==> src/hw/system_cfg_pkg.sv <==
`default_nettype none

package system_cfg_pkg;

    localparam int reg_size      = 16;
    localparam int addr_size     = 10; // core id on top of register low bits
    localparam int core_id_size  = 2;
    localparam int insn_count    = 32;
    localparam int insn_size     = 16;
    localparam int insn_ptr_size = 5;
    localparam int reg_ptr_size  = 4;

    // memory request codes on the enable lines
    localparam logic [1:0] mem_rd = 2'b01;
    localparam logic [1:0] mem_wr = 2'b10;

endpackage

`default_nettype wire
==> src/hw/program_loader.sv <==
`timescale 1ns/1ps
`default_nettype none

module program_loader import system_cfg_pkg::*;
#(
    parameter int num_cores = 4
)
(
    input  wire                                clk,
    input  wire                                reset,
    input  wire                                start,
    input  wire                                all_ready,
    input  wire                                prog_we,
    input  wire  [insn_ptr_size-1:0]           prog_addr,
    input  wire  [insn_size-1:0]               prog_data,
    input  wire                                r0_we,
    input  wire  [core_id_size-1:0]            r0_core,
    input  wire  [reg_size-1:0]                r0_data,
    output logic                               launch,
    output logic                               insn_we,
    output logic [insn_ptr_size-1:0]           insn_addr,
    output logic [insn_size-1:0]               insn_data,
    output logic [num_cores-1:0][reg_size-1:0] init_r0_data
);

    always_ff @(posedge clk)
    begin
        if (reset)
        begin
            launch  <= 1'b0;
            insn_we <= 1'b0;
        end
        else
        begin
            launch  <= start && all_ready; // start while busy is dropped
            insn_we <= prog_we && all_ready;
        end
    end

    always_ff @(posedge clk)
    begin
        insn_addr <= prog_addr;
        insn_data <= prog_data;
        if (r0_we)
            init_r0_data[r0_core] <= r0_data; // start value table
    end

endmodule

`default_nettype wire

==> config.mk <==
export PLATFORM = sky130hd
export DESIGN_NAME = program_loader
export DESIGN_NICKNAME = d
export VERILOG_FILES = /design/src/hw/system_cfg_pkg.sv /design/src/hw/program_loader.sv
export SDC_FILE = /design/constraint.sdc
export NUM_CORES = 1
export LEC_CHECK = 0
export BUFFER_PORTS_ARGS = -buffer_cell sky130_fd_sc_hd__buf_4
export CAP_MARGIN = 0
export CORE_MARGIN = 2
export CORE_UTILIZATION = 39
export CTS_CLUSTER_SIZE = 40
export DETAILED_ROUTE_END_ITERATION = 10
export GPL_TIMING_DRIVEN = 0
export PLACE_DENSITY = 0.78
export SLEW_MARGIN = 20
export SYNTH_ARGS = -nofsm -noshare
export SYNTH_HDL_FRONTEND = slang
export SYNTH_SLANG_ARGS = --single-unit
export TNS_END_PERCENT = 5
==> constraint.sdc <==
create_clock -name clk -period 1.32 [get_ports clk]
set_input_delay 0.132 -clock clk [delete_from_list [all_inputs] [get_ports clk]]
set_output_delay 0.132 -clock clk [all_outputs]
set_load 0.05 [all_outputs]
# Word-level counts from Yosys, hierarchy flattened
# Index checks and enable logic that the tools add are counted.
# Widths: inputs -> output; s select.
word_totals:
  register_bits: 87
  inputBits: 45
  output_inout_bits: 87
  wordCells: 16
classes:
  order_cmp: 2
  n_mux: 3
  n_reduce_logical: 3
ops:
  columns: ["operator", "n"]
  rows:
  - ["$bwmux 64", 1]
  - ["$demux 16 s2", 1]
  - ["$mux 16", 1]
  - ["$logic_and 1x1->1", 3]
  - ["$lt 2x3->1 const B", 1]
  - ["$ge 2x1->1 const B", 1]

# Longest topological paths before layout
depth:
  depth_word: 5
  mapped_depth: 1
  mapped_depth_nobuf: 1

# Worst setup path after synthesis
# Ideal clock, no wire load.
synth_path:
  path_kind: "input -> register"
  startpoint: "input port r0_core[0]"
  endpoint: "register init_r0_data[0] in the netlist's numbering, enable pin"
  setup_time_ps: 387
  t_arrival_ps: 848
  required_time_ps: 933
  path_slack_ps: 86
  stages: 1
  path_buffers: 0
  cell_sequence: "nor3b_2"
synth_lines:
  columns: ["item", "line_no", "text"]
  rows:
  - ["start, declared", "program_loader.sv:17", "input wire [core_id_size-1:0] r0_core,"]
  - ["end signal, assigned by index", "program_loader.sv:45", "init_r0_data[r0_core] <= r0_data;"]
  - ["end, declared", "program_loader.sv:23", "output logic [num_cores-1:0][reg_size-1:0] init_r0_data"]

# Worst setup path after layout
layout_path:
  startpoint: "register init_r0_data[43] in the netlist's numbering"
  endpoint: "output port init_r0_data[43] in the netlist's numbering"
# No word-level cell between the ends.

==> impl_metrics.toml <==
[synthesis]
ys_types = 5
synth.top_cells.by_count = "sky130_fd_sc_hd__edfxtp_1, sky130_fd_sc_hd__dfxtp_1, sky130_fd_sc_hd__and3b_1"
synth_top_cells_by_area = "sky130_fd_sc_hd__edfxtp_1, sky130_fd_sc_hd__dfxtp_1, sky130_fd_sc_hd__and3b_1, sky130_fd_sc_hd__nor3b_2, sky130_fd_sc_hd__and3_2"
yosysMostFrequentCell = "sky130_fd_sc_hd__edfxtp_1"
synth.ff_latch_count = 87
synth_top_area_cell = "sky130_fd_sc_hd__edfxtp_1"
post-synth-top-area-fraction_pct = 78.9
mapped_area_sq_um = 2440
synth-edff-count = 64
synth_cells = 93
mappedNetlistNets = 138
synth_seq_area_share_pct = 97.7
synth.yosys.warnings = 0
ys_dominant_reg_cell = "sky130_fd_sc_hd__edfxtp_1"
synth-async-reset-ratio_pct = 0
synthesis.area_per_instance_sq_um = 26.2

[global_route]
grt_util_all_layers_pct = 17.4
grt_pass1_vias = 1699
number_of_antenna_violations_at_the_first_check_in_global_routing = 0
globalRouteOverflowTotal = 0
maximum_number_of_pins_on_one_net_before_global_route_repair = 17
first_pass_grt_wire_length_um = 9000

[clock_network]
cts.reportedPaths.clkPinSlew_ns = 0.08
htree_levels = 3
cts.repair_timing.setup_buffer_count = 0
root_buffer = "sky130_fd_sc_hd__clkbuf_8"
cts-resized-gates = 0
max-clock-path-buffers = 2
cts.hold.buffers_added = 37
clock_sink_count = 87
cts_tree = "built"
cts_buffers = 9

[run_status]
status = "finished, final reports clean"

[drt]
drt_iter0_drcs = 78
drt.antenna.violating_nets = 0
dr_total_vias = 1532
wire_per_inst_um = 16.9
drtPass1Iterations = 4
viasPerCell = 4.35
drcViolationCount = 0
routed_wl_um = 5960

[timing]
final.min_clock_period_ns = 1.10
max_clock_freq_ghz = 0.913
grt_setup_unrepaired = "no"
setup_viol = 0
worst_pin_slew_ns = 0.929
maxSlewHeadroom_pct = 38.0
hold_viol = 0
final-max-slew-violation-count = 0
layout_worst_path_cycle_share_pct = 83.0

[final_layout]
antennaDiodeCount = 0
post_route_cells_drive_above_1_share_pct = 53.4
area.growth.synth_to_final_pct = 68.5
multi_input_comb_area_sq_um = 61.3
postLayoutCellArea_sq_um = 4110
nNetsFinal = 317
postLayoutCoreUtil_pct = 68.6
fillerInstances = 389
layout.area.seq_sq_um = 2380

[die]
placementRows = 28
core_sq_um = 5990
initial_utilization_pct = 40.7
die_x_um = 83.1
die-height_um = 83.1
io_pins = 132
dieArea_sq_um = 6900

[job]
maxCapViolations = 0

[critical_path]
crit_path_start = "init_r0_data[43]"
critPathLaunchType = "flip-flop"
cp_num_buf_inv = 1
worst_ep_required_time_ns = 1.19
end_kind = "output pin"
max_stage_delay_ns = 0.42
kind_of_cell_adding_the_most_delay_to_the_critical_path = "flip-flops"
criticalPathCategory = "flip-flop to output pin"
cp-endpoint = "init_r0_data[43]"
cpMaxStageDelayCell = "sky130_fd_sc_hd__edfxtp_1"
critical_path_depth = 1
worstPathArrival_ns = 0.96
critical_path_peak_fanout = 1
path_cells = "buf_4"

[pwr]
max-vdd-ir-drop_mv = 1.02
p_int_mw = 4.43
power.sequential.fraction_pct = 52.3
power.switching_fraction_pct = 25.5
net-switching-power_mw = 1.52
clock_power_share_pct = 32.4
share_comb_of_total_power_pct = 15.4
cellLeakagePower_nw = 1.72
totalPowerFinal_mw = 5.95
power.density_cell_area_nw_per_um2 = 1450

[hold_path]
holdCritPathClass = "primary input to flip-flop"
whs_path_depth = 2

[place]
postPlaceCellArea_sq_um = 3520
portbufs = 131
routabilityCongestion = 0.701
==> cell usage in the layout, fill, tap and decap left out, drive strengths merged <==
cell         Yosys  layout
and3             1       1
and3b            4       4
buf              0     131
bufinv           0       1
clkbuf           0      12
clkinv           0       2
dfxtp           23      23
dlygate4sd3      0      37
edfxtp          64      64
inv              0       1
nor3b            1       1
==> metrics by stage <==
step	instances	hold slack, ns	TNS, ns	setup WS (ns)
global placement	299	0.236	-11.43	-0.485
finish	352	0.0488	0	0.225
floorplan	93	0.160	0	0.0857
global route	352	0.0350	0	0.182
CTS	352	0.0102	0	0.200
detailed placement	299	0.237	-6.14	-0.134
==> metal layers <==
metal  wire length, um  part of all wire, %  global-route usage (%)
met5                 0                    0                       0
met4                64                  1.1                    7.30
met3               635                   11                    7.26
met2              3030                   51                    29.8
met1              2240                   37                    18.9
==> sequential cells by signal, indices dropped and copies added, names as in the netlist <==
signal        count
insn_addr         5
insn_data        16
insn_we           1
init_r0_data     64
launch            1
==> cell type report <==
class	count	area share (%)
multi-input combinational	6	1.49
clock buffer	12	4.05
clock inverter	4	1.22
sequential	87	58.0
timing repair buffer	168	33.0
tap	75	2.28
==> power groups by stage <==
stage / clock (mW) / sequential [mW] / combinational, mW
CTS: 1.96 / 3.11 / 0.914
finish: 1.93 / 3.11 / 0.916
floorplan: 0 / 3.63 / 0.0264
global placement: 0 / 3.17 / 0.812
global route: 2.09 / 3.13 / 0.947
detailed placement: 0 / 3.17 / 0.826
==> worst min path at each step <==
stage	start	endpoint	slack (ns)
floorplan	prog_addr[0]	insn_addr[0]	0.16
global placement	prog_data[12]	insn_data[12]	0.24
detailed placement	prog_data[4]	insn_data[4]	0.24
CTS	prog_we	insn_we	0.01
global route	start	launch	0.03
finish	start	launch	0.05
==> logic make-up after synthesis <==
| group | synth area share, % |
|---|---|
| DFF | 97.7 |
| and+or+nand+nor | 2.26 |
No activity file was read; power rests on OpenSTA's default activity.
