$ cat src/hw/system_cfg_pkg.sv
`default_nettype none

package system_cfg_pkg;

    localparam int reg_size      = 16;
    localparam int addr_size     = 10; // core id on top of register low bits
    localparam int core_id_size  = 2;
    localparam int insn_count    = 32;
    localparam int insn_size     = 16;
    localparam int insn_ptr_size = 5;
    localparam int reg_ptr_size  = 4;

    // memory request codes on the enable lines
    localparam logic [1:0] mem_rd = 2'b01;
    localparam logic [1:0] mem_wr = 2'b10;

endpackage

`default_nettype wire
$ cat src/hw/core_isa_pkg.sv
`default_nettype none

package core_isa_pkg;
    import system_cfg_pkg::*;

    localparam int opc_size   = 4;
    localparam int opc_lsb    = 12;
    localparam int src0_lsb   = 8;
    localparam int src1_lsb   = 4;
    localparam int dst_lsb    = 0;
    localparam int target_lsb = 4; // overlaps src0 bit 8
    localparam int const_lsb  = 4;
    localparam int const_size = 8;

    localparam logic [opc_size-1:0] op_nop       = 4'h0;
    localparam logic [opc_size-1:0] op_ready     = 4'h1;
    localparam logic [opc_size-1:0] op_add       = 4'h2;
    localparam logic [opc_size-1:0] op_sub       = 4'h3;
    localparam logic [opc_size-1:0] op_and       = 4'h4;
    localparam logic [opc_size-1:0] op_or        = 4'h5;
    localparam logic [opc_size-1:0] op_xor       = 4'h6;
    localparam logic [opc_size-1:0] op_cmpge     = 4'h7;
    localparam logic [opc_size-1:0] op_lshift    = 4'h8;
    localparam logic [opc_size-1:0] op_rshift    = 4'h9;
    localparam logic [opc_size-1:0] op_set_const = 4'ha;
    localparam logic [opc_size-1:0] op_ld        = 4'hb;
    localparam logic [opc_size-1:0] op_st        = 4'hc;
    localparam logic [opc_size-1:0] op_bnz       = 4'hd;

    localparam logic [insn_size-1:0] insn_nop   = {op_nop, {(insn_size - opc_size){1'b0}}};
    localparam logic [insn_size-1:0] insn_ready = {op_ready, {(insn_size - opc_size){1'b0}}};

    function automatic logic [opc_size-1:0] opc_of(input logic [insn_size-1:0] insn);
        return insn[opc_lsb +: opc_size];
    endfunction

    function automatic logic [reg_ptr_size-1:0] src0_of(input logic [insn_size-1:0] insn);
        return insn[src0_lsb +: reg_ptr_size];
    endfunction

    function automatic logic [reg_ptr_size-1:0] src1_of(input logic [insn_size-1:0] insn);
        return insn[src1_lsb +: reg_ptr_size];
    endfunction

    function automatic logic [reg_ptr_size-1:0] dst_of(input logic [insn_size-1:0] insn);
        return insn[dst_lsb +: reg_ptr_size];
    endfunction

    function automatic logic [insn_ptr_size-1:0] target_of(input logic [insn_size-1:0] insn);
        return insn[target_lsb +: insn_ptr_size];
    endfunction

    function automatic logic [reg_size-1:0] const_of(input logic [insn_size-1:0] insn);
        return reg_size'(insn[const_lsb +: const_size]); // zero extended
    endfunction

    // format classes
    function automatic logic is_f0(input logic [opc_size-1:0] opc);
        return opc inside {op_nop, op_ready};
    endfunction

    function automatic logic is_f1(input logic [opc_size-1:0] opc);
        return opc inside {op_add, op_sub, op_and, op_or, op_xor, op_cmpge,
                           op_lshift, op_rshift, op_ld};
    endfunction

    function automatic logic is_f2(input logic [opc_size-1:0] opc);
        return opc == op_set_const;
    endfunction

    function automatic logic is_f3(input logic [opc_size-1:0] opc);
        return opc == op_st;
    endfunction

    function automatic logic is_f4(input logic [opc_size-1:0] opc);
        return opc == op_bnz;
    endfunction

endpackage

`default_nettype wire

$ cat src/hw/core.sv
`timescale 1ns/1ps
`default_nettype none

module core import system_cfg_pkg::*, core_isa_pkg::*;
#(
    parameter int core_id = 0
)
(
    input  wire                      clk,
    input  wire                      reset,
    input  wire                      launch,
    input  wire  [reg_size-1:0]      init_r0_data,
    input  wire                      insn_we,
    input  wire  [insn_ptr_size-1:0] insn_addr,
    input  wire  [insn_size-1:0]     insn_data,
    output logic                     ready,
    output logic [1:0]               enable,
    output logic [addr_size-1:0]     addr,
    output logic [reg_size-1:0]      wr_data,
    input  wire                      mem_ready,
    input  wire  [reg_size-1:0]      rd_data
);

    localparam int offset_size = addr_size - core_id_size;

    logic [insn_size-1:0] insn_mem [insn_count];

    logic [insn_ptr_size-1:0] insn_ptr;
    logic                     block;

    logic [insn_size-1:0] fd_insn;
    logic [insn_size-1:0] dx_insn;
    logic [insn_size-1:0] xm_insn;
    logic [insn_size-1:0] mw_insn;

    logic [opc_size-1:0] fd_opc;
    logic [opc_size-1:0] dx_opc;
    logic [opc_size-1:0] xm_opc;
    logic [opc_size-1:0] mw_opc;

    logic [reg_size-1:0] rf_data_0;
    logic [reg_size-1:0] rf_data_1;
    logic [reg_size-1:0] dx_src_a;
    logic [reg_size-1:0] dx_src_b;
    logic [reg_size-1:0] alu_result;
    logic                branch_taken;
    logic [reg_size-1:0] x_result;
    logic [reg_size-1:0] xm_result;
    logic [reg_size-1:0] xm_store;
    logic [reg_size-1:0] mw_data;

    logic xm_is_ld;
    logic xm_is_st;
    logic mem_stall;
    logic wb_en;

    assign fd_opc = opc_of(fd_insn);
    assign dx_opc = opc_of(dx_insn);
    assign xm_opc = opc_of(xm_insn);
    assign mw_opc = opc_of(mw_insn);

    always_ff @(posedge clk)
    begin
        if (insn_we)
            insn_mem[insn_addr] <= insn_data;
    end

    register_file u_register_file (
        .clk          (clk),
        .reset        (reset),
        .clear        (launch),
        .init_r0      (launch),
        .init_r0_data (init_r0_data),
        .rd_sel_0     (src0_of(fd_insn)),
        .rd_sel_1     (src1_of(fd_insn)),
        .rd_data_0    (rf_data_0),
        .rd_data_1    (rf_data_1),
        .wr_en        (wb_en),
        .wr_sel       (dst_of(mw_insn)),
        .wr_data      (mw_data)
    );

    alu u_alu (
        .src_a        (dx_src_a),
        .src_b        (dx_src_b),
        .opc          (dx_opc),
        .result       (alu_result),
        .branch_taken (branch_taken)
    );

    always_comb
    begin
        if (is_f2(dx_opc))
            x_result = const_of(dx_insn);
        else if (dx_opc == op_ld || dx_opc == op_st)
            x_result = dx_src_a; // address operand
        else
            x_result = alu_result;
    end

    assign xm_is_ld  = (xm_opc == op_ld);
    assign xm_is_st  = is_f3(xm_opc);
    assign enable    = xm_is_ld ? mem_rd : (xm_is_st ? mem_wr : 2'b00);
    assign addr      = {core_id_size'(core_id), xm_result[offset_size-1:0]};
    assign wr_data   = xm_store;
    assign mem_stall = (xm_is_ld || xm_is_st) && !mem_ready;

    assign wb_en = is_f1(mw_opc) || is_f2(mw_opc);

    always_ff @(posedge clk)
    begin
        if (reset || launch)
        begin
            insn_ptr <= '0;
            fd_insn  <= insn_nop;
            dx_insn  <= insn_nop;
            xm_insn  <= insn_nop;
            mw_insn  <= insn_nop;
            block    <= reset;  // idle until first launch
            ready    <= reset;
        end
        else
        begin
            if (mw_opc == op_ready)
                ready <= 1'b1;

            if (!mem_stall)
            begin
                if (branch_taken)
                begin
                    insn_ptr <= target_of(dx_insn);
                    fd_insn  <= insn_nop; // two bubbles
                    dx_insn  <= insn_nop;
                end
                else if (block)
                begin
                    dx_insn <= insn_nop;
                end
                else
                begin
                    insn_ptr <= insn_ptr + 1'b1;
                    if (insn_ptr == insn_ptr_size'(insn_count - 1))
                        fd_insn <= insn_ready; // end of program memory
                    else
                        fd_insn <= insn_mem[insn_ptr];
                    dx_insn <= fd_insn;
                end

                if (fd_opc == op_ready && !branch_taken)
                    block <= 1'b1;

                xm_insn <= dx_insn;
                mw_insn <= xm_insn;
            end
        end
    end

    always_ff @(posedge clk)
    begin
        if (!mem_stall)
        begin
            if (!is_f0(fd_opc))
            begin
                dx_src_a <= rf_data_0;
                dx_src_b <= rf_data_1;
            end
            xm_result <= x_result;
            xm_store  <= dx_src_b;
            mw_data   <= xm_is_ld ? rd_data : xm_result;
        end
    end

endmodule

`default_nettype wire

$ cat src/hw/register_file.sv
`timescale 1ns/1ps
`default_nettype none

module register_file import system_cfg_pkg::*;
(
    input  wire                     clk,
    input  wire                     reset,
    input  wire                     clear,
    input  wire                     init_r0,
    input  wire  [reg_size-1:0]     init_r0_data,
    input  wire  [reg_ptr_size-1:0] rd_sel_0,
    input  wire  [reg_ptr_size-1:0] rd_sel_1,
    output logic [reg_size-1:0]     rd_data_0,
    output logic [reg_size-1:0]     rd_data_1,
    input  wire                     wr_en,
    input  wire  [reg_ptr_size-1:0] wr_sel,
    input  wire  [reg_size-1:0]     wr_data
);

    localparam int reg_count = 2 ** reg_ptr_size;

    logic [reg_size-1:0] regs [reg_count];

    always_ff @(posedge clk)
    begin
        if (reset || clear)
        begin
            for (int i = 0; i < reg_count; i++)
                regs[i] <= '0;
        end
        else if (wr_en)
        begin
            regs[wr_sel] <= wr_data;
        end

        if (init_r0)
            regs[0] <= init_r0_data; // wins over the clear
    end

    // combinational read without bypass
    assign rd_data_0 = regs[rd_sel_0];
    assign rd_data_1 = regs[rd_sel_1];

endmodule

`default_nettype wire

$ cat src/hw/alu.sv
`timescale 1ns/1ps
`default_nettype none

module alu import system_cfg_pkg::*, core_isa_pkg::*;
(
    input  wire  [reg_size-1:0] src_a,
    input  wire  [reg_size-1:0] src_b,
    input  wire  [opc_size-1:0] opc,
    output logic [reg_size-1:0] result,
    output logic                branch_taken
);

    always_comb
    begin
        case (opc)
            op_add:
                result = src_a + src_b;
            op_sub:
                result = src_a - src_b;
            op_and:
                result = src_a & src_b;
            op_or:
                result = src_a | src_b;
            op_xor:
                result = src_a ^ src_b;
            op_cmpge:
                result = (src_a >= src_b) ? reg_size'(1) : '0; // unsigned compare
            op_lshift:
                result = src_a << src_b[3:0];
            op_rshift:
                result = src_a >> src_b[3:0];
            default:
                result = '0;
        endcase
    end

    // only bnz tests its operand
    assign branch_taken = is_f4(opc) && (src_a != '0);

endmodule

`default_nettype wire

$ cat config.mk
export PLATFORM = sky130hd
export DESIGN_NAME = core
export DESIGN_NICKNAME = d
export VERILOG_FILES = /design/src/hw/system_cfg_pkg.sv /design/src/hw/core_isa_pkg.sv /design/src/hw/core.sv /design/src/hw/register_file.sv /design/src/hw/alu.sv
export SDC_FILE = /design/constraint.sdc
export NUM_CORES = 1
export LEC_CHECK = 0
export BUFFER_PORTS_ARGS = -buffer_cell sky130_fd_sc_hd__buf_2
export CAP_MARGIN = 20
export CORE_ASPECT_RATIO = 0.6
export CORE_MARGIN = 2
export CORE_UTILIZATION = 49
export CTS_BUF_LIST = sky130_fd_sc_hd__clkbuf_4
export CTS_CLUSTER_DIAMETER = 30
export DETAILED_ROUTE_END_ITERATION = 7
export GPL_TIMING_DRIVEN = 0
export SYNTH_ARGS = -nofsm -noshare
export SYNTH_HDL_FRONTEND = slang
export SYNTH_SLANG_ARGS = --single-unit
$ cat constraint.sdc
create_clock -name clk -period 10.1 [get_ports clk]
set_input_delay 1.01 -clock clk [delete_from_list [all_inputs] [get_ports clk]]
set_output_delay 1.01 -clock clk [all_outputs]
set_load 0.02 [all_outputs]
# After elaboration in Yosys (flattened, before gate mapping)
# Memory sizes are Yosys's and may differ from the RTL's. A register that Yosys moved wholly into a read port is not among the register bits.
# Cells that the tools add are included.
# classes
add_sub_neg	3
magnitude_cmp	1
n_eq_ne	29
shift	2
mux	34
bitwise_logic	6
reduce_logical	19
# op_table
op	n
$mux 16	9
$pmux 16 s8	1
$eq 4x4->1 const B	12
$eq 4x3->1 const B	8
$mux 5	4
$add 16x16->16	1
$and 16x16->16	1
$eq 4x2->1 const B	4
$ge 16x16->1	1
$mux 1	16
$or 16x16->16	1
$reduce_bool 16->1	1
$reduce_or 16->1	1
$shl 16x4->16	1
$shr 16x4->16	1
$sub 16x16->16	1
$xor 16x16->16	1
$reduce_bool 9->1	1
$eq 4x1->1 const B	2
$mux 8	1
$reduce_and 2->1	3
$reduce_bool 2->1	3
$add 5x1->5 const B	1
$eq 5x5->1 const B	1
9 further kinds	18
# word_totals
ff_bits	119
ram_bits	768
in_bits	58
wordCells	107
memories	2
# memory_table
name	words	width	rd	rd_clocked_by_memory_dff	wr	line_no	text
insn_mem	32	16	1	1	1	core.sv:26	logic [insn_size-1:0] insn_mem [insn_count];
u_register_file.regs	16	16	2	2	16	register_file.sv:22	logic [reg_size-1:0] regs [reg_count];

# Depth between registers and ports, before layout
# logic_depth
depth_word	8
mapped_depth	12

# By module
# Synthesis repeated with hierarchy kept, for this count alone.
# unflattened
hier_cells	2766
hier_area_um2	41970.3
# by_module_without_submodules
mod	n_inst	cells_per_inst	area_each_um2	seq_area_each_um2
core	1	1266	25006.5	18998.2
register_file	1	937	13223.9	7687.4
alu	1	563	3739.8	0.0

# Worst setup path after synthesis
# OpenSTA, ideal clock, no wires.
# synth_path
kind	input to register
startpoint	input launch
endpoint	memory u_register_file.regs[1][0], enable pin
setup_time_ns	0.411
t_arrival_ns	3.052
slack_ns	6.637
path_stages	6
cell_sequence	clkbuf_1 -> nor2_1 -> nand2_1 -> or3_1 -> clkbuf_1 -> o21ai_0
# synth_rtl
element	line_no	text
start, declared	core.sv:11	input wire launch,
end, declared	register_file.sv:22	

# Worst setup path in the final report
# layout_path
startpoint	register dx_src_b[2], read port of u_register_file.regs
endpoint	register xm_result[9] (data pin)
# layout_between
elab_chain_len	3
word_cells_on_any_way	6
classes_between	2 x add/sub; 2 x shift; 2 x mux
# layout_rtl
element	line_no	text
start, declared	core.sv:44	logic [reg_size-1:0] dx_src_b;
$sub 16x16->16, or another cell as far along	alu.sv:19	result = src_a - src_b;
$pmux 16 s8 (*)	alu.sv:15	case (opc)
$mux 16 (*)	core.sv:95	else if (dx_opc == op_ld || dx_opc == op_st)
end signal, assigned	core.sv:167	xm_result <= x_result;
end, declared	core.sv:48	logic [reg_size-1:0] xm_result;
# Mark *: on every way between the ends. The rest lies on a longest branch, timed or not.
# A chain may end at the register's enable or synchronous reset.

==> flow_summary.toml <==
[floorplanning]
start_util_pct = 49.31
die-area_um2 = 88240
die_h_um = 230.9
io_pins = 87
coreArea_um2 = 85260
dieWidth_um = 382.2
rows = 83

[synth]
async_flop_share_pct = 0
synth-seq-cells = 908
synth_fa_ha_area_share_pct = 1.792
synth_edf_count = 850
synth_compound_area_share_pct = 6.107
ys.flop_type = "edfxtp_1"
syn_inst = 2642
synth_mux_area_share_pct = 17.62
ys_warn_count = 0
avgSynthCellArea_um2 = 15.91
synth_top_family_by_area = "multiplexers"
synth-xor-area-share_pct = 0.06250
yosysUniqueCellTypes = 84
synth_area_um2 = 42040
synthSimpleGateAreaFrac_pct = 8.380
synth_seq_area_share_pct = 63.47

[place]
portBuffers = 83
gp_congestion = 0.9676
pre_cts_ws_ns = 5.415
hpwlAfterDp_um = 91540

[clock_network]
cts_inserted_buffers = 208
clockBufferDepth = 3
cts_root_buf = "clkbuf_4"
ctsResizeCount = 0
clk_latency_ns = 1.19
htreeDepth = 4
post_cts_buffers = 0
path_clk_slew_ns = 0.08
ctsHoldBuffers = 0
cts_tree = "yes"
cts.sinks = 908

[pwr]
p_per_area_nw_per_um2 = 166.7
total_power_mw = 7.900
vdd.ir_drop.worst_v = 0.0001001
leakagePower_nw = 16.30

[detailed_routing]
drtIter0Drc = 3647
dr_total_vias = 26580
drt_first_pass_iters = 6
vias_per_cell = 6.184
avgRoutedWirePerCell_um = 28.81
routed_wl_um = 123800
final_antenna_net_count = 0
drc = 0

[layout]
finish.utilization_pct = 55.57
fillers = 6853
final_nets = 3096
area_growth_pct = 12.70
drive_above_1_share_pct = 28.16

[grt]
grt_first_pass_wirelength_um = 178100
grt_use_total_pct = 28.38
grt_max_degree = 58
grt_overflow_total = 0
antenna_found_initial = 7
grt_pass1_vias = 25800

[flow_run]
cap_violations = 0

[setup_path]
crit_required_ns = 10.91
cpMostUsedCell = "clkbuf_1"
worstSetupStartpointType = "register"
worstPathArrival_ns = 5.46
critPathTopFamily = "buffers and inverters"
cpMaxStageDelayCell = "nor4b_1"
path_max_fanout = 11
endpoint_kind = "register"
slowest_delay_ns = 0.59
critPathKind = "reg -> reg"
worst-path-buf-inv = 4
crit_chain = "clkbuf_1 -> inv_1 -> clkbuf_1 -> ha_1 -> buf_2 -> a221oi_4 -> o21ai_0 -> o31ai_1 -> mux2i_1 -> nor4b_1 -> o211ai_1"

[timing]
max_freq_ghz = 0.2147
maxSlewHeadroom_pct = 23.97
fin_tns_setup_ns = 0
rsz0062_at_grt = "false"
finalCriticalPeriod_ns = 4.657
setup_slack_ns = 5.443
holdWs_ns = 0.1711
maxSlewViolCount = 0
setup_viol_count_final = 0
hold_viol = 0
tightest_slew_ns = 1.140
min_period_over_period_pct = 46.11
skew_ns = 0.08515

[hold_path]
hp-class = "in -> reg"

[outcome]
outcome = "completed"
[through the flow]
step                cells  instance area (µm²)
detailed placement   3916                44590
global route         4299                47380
global placement     3873                43900
floorplan            2643                42050
finish               4299                47380
CTS                  4293                47370
[metal layers]
metal	global-route usage (%)	vias up	part of all wire, %
met4	7.566	2	1.6
met2	35.22	1530	39
met1	47.55	13720	47
met3	8.000	135	13
met5	0	-	0.012
li1	-	11200	-
[final cells by class]
class,count,area (µm²),share of cell area [%]
inverters,50,187.7,0.3961
well taps,1147,1435,3.029
diodes,6,15.01,0.03169
flip-flops and latches,908,26690,56.32
clock inverters,66,444.2,0.9374
plain buffers,199,889.6,1.878
multi-input cells,1486,14390,30.36
clock buffers,311,2335,4.928
repair buffers,126,1003,2.118
[kinds of logic (layout without fill, tap and decap cells)]
logic type,count (synthesis),in the layout
muxes,369,369
other,1,8
adders and majority gates,59,59
buffers and inverters,249,752
DFF,908,908
and+or+nand+nor,678,678
xor gates and xnor gates,3,3
AOI/OAI and AO/OA,375,375
[path summary, 6_finish.rpt]
check                                from                    endpoint  slack [ns]  cells after the start
setup / recovery    dx_src_b[2]$_DFFE_PP_  xm_result[9]$_SDFFCE_PP0N_        5.44                     11
hold / removal                 rd_data[7]        mw_data[7]$_DFFE_PN_        0.17                      3
setup reg to reg    dx_src_b[2]$_DFFE_PP_  xm_result[9]$_SDFFCE_PP0N_        5.44                     11
hold reg to reg   fd_insn[3]$_SDFFE_PP0P_     fd_insn[3]$_SDFFE_PP0P_        0.45                      2
[registers in the layout (all words and copies together), names as in the netlist, 5 cells and up, named ones only]
signal	flops
insn_ptr	5
u_register_file.regs	256
mw_insn	8
fd_insn	16
mw_data	16
xm_result	16
dx_src_b	16
xm_insn	8
insn_mem	512
wr_data	16
dx_src_a	16
dx_insn	16
[power by group]
group	internal, mW	switching (mW)
Sequential	4.21	0.0819
Combinational	0.215	0.365
Clock	1.54	1.49
Total	5.97	1.93
[Yosys cell counts, types with 47 or more instances]
cell,n,area [µm²]
edfxtp_1,850,25520
mux4_2,296,6666
and2_1,241,1508
nand2_1,152,570.6
nor2_1,147,551.8
clkbuf_1,118,442.9
a21oi_1,94,470.5
mux2i_1,63,630.6
dfxtp_1,58,1161
ha_1,57,713.2
o21ai_0,54,270.3
inv_1,47,176.4
[worst min-delay path, stage by stage]
cell     delay (ns)
buf_2          0.07
nand2_1        0.04
nand2_1        0.05
[cells in the final DEF (no fill, tap or decap), types with 12 or more instances in the layout]
cell type,instances
ha_1,57
nor2_2,32
inv_1,47
o22ai_1,17
nand2b_1,18
a22oi_1,40
o21ai_1,12
buf_1,17
o21ai_0,42
a22o_1,17
a211oi_1,46
clkinv_1,46
nor3_1,21
nor2b_1,39
a21oi_1,94
dfxtp_1,58
mux2i_1,63
and2_1,241
clkbuf_1,117
nor2_1,114
mux4_2,296
nand2_1,152
a21o_1,13
buf_4,26
edfxtp_1,850
buf_2,128
clkbuf_4,312
buf_8,29
No activity file was read; power rests on OpenSTA's default activity.
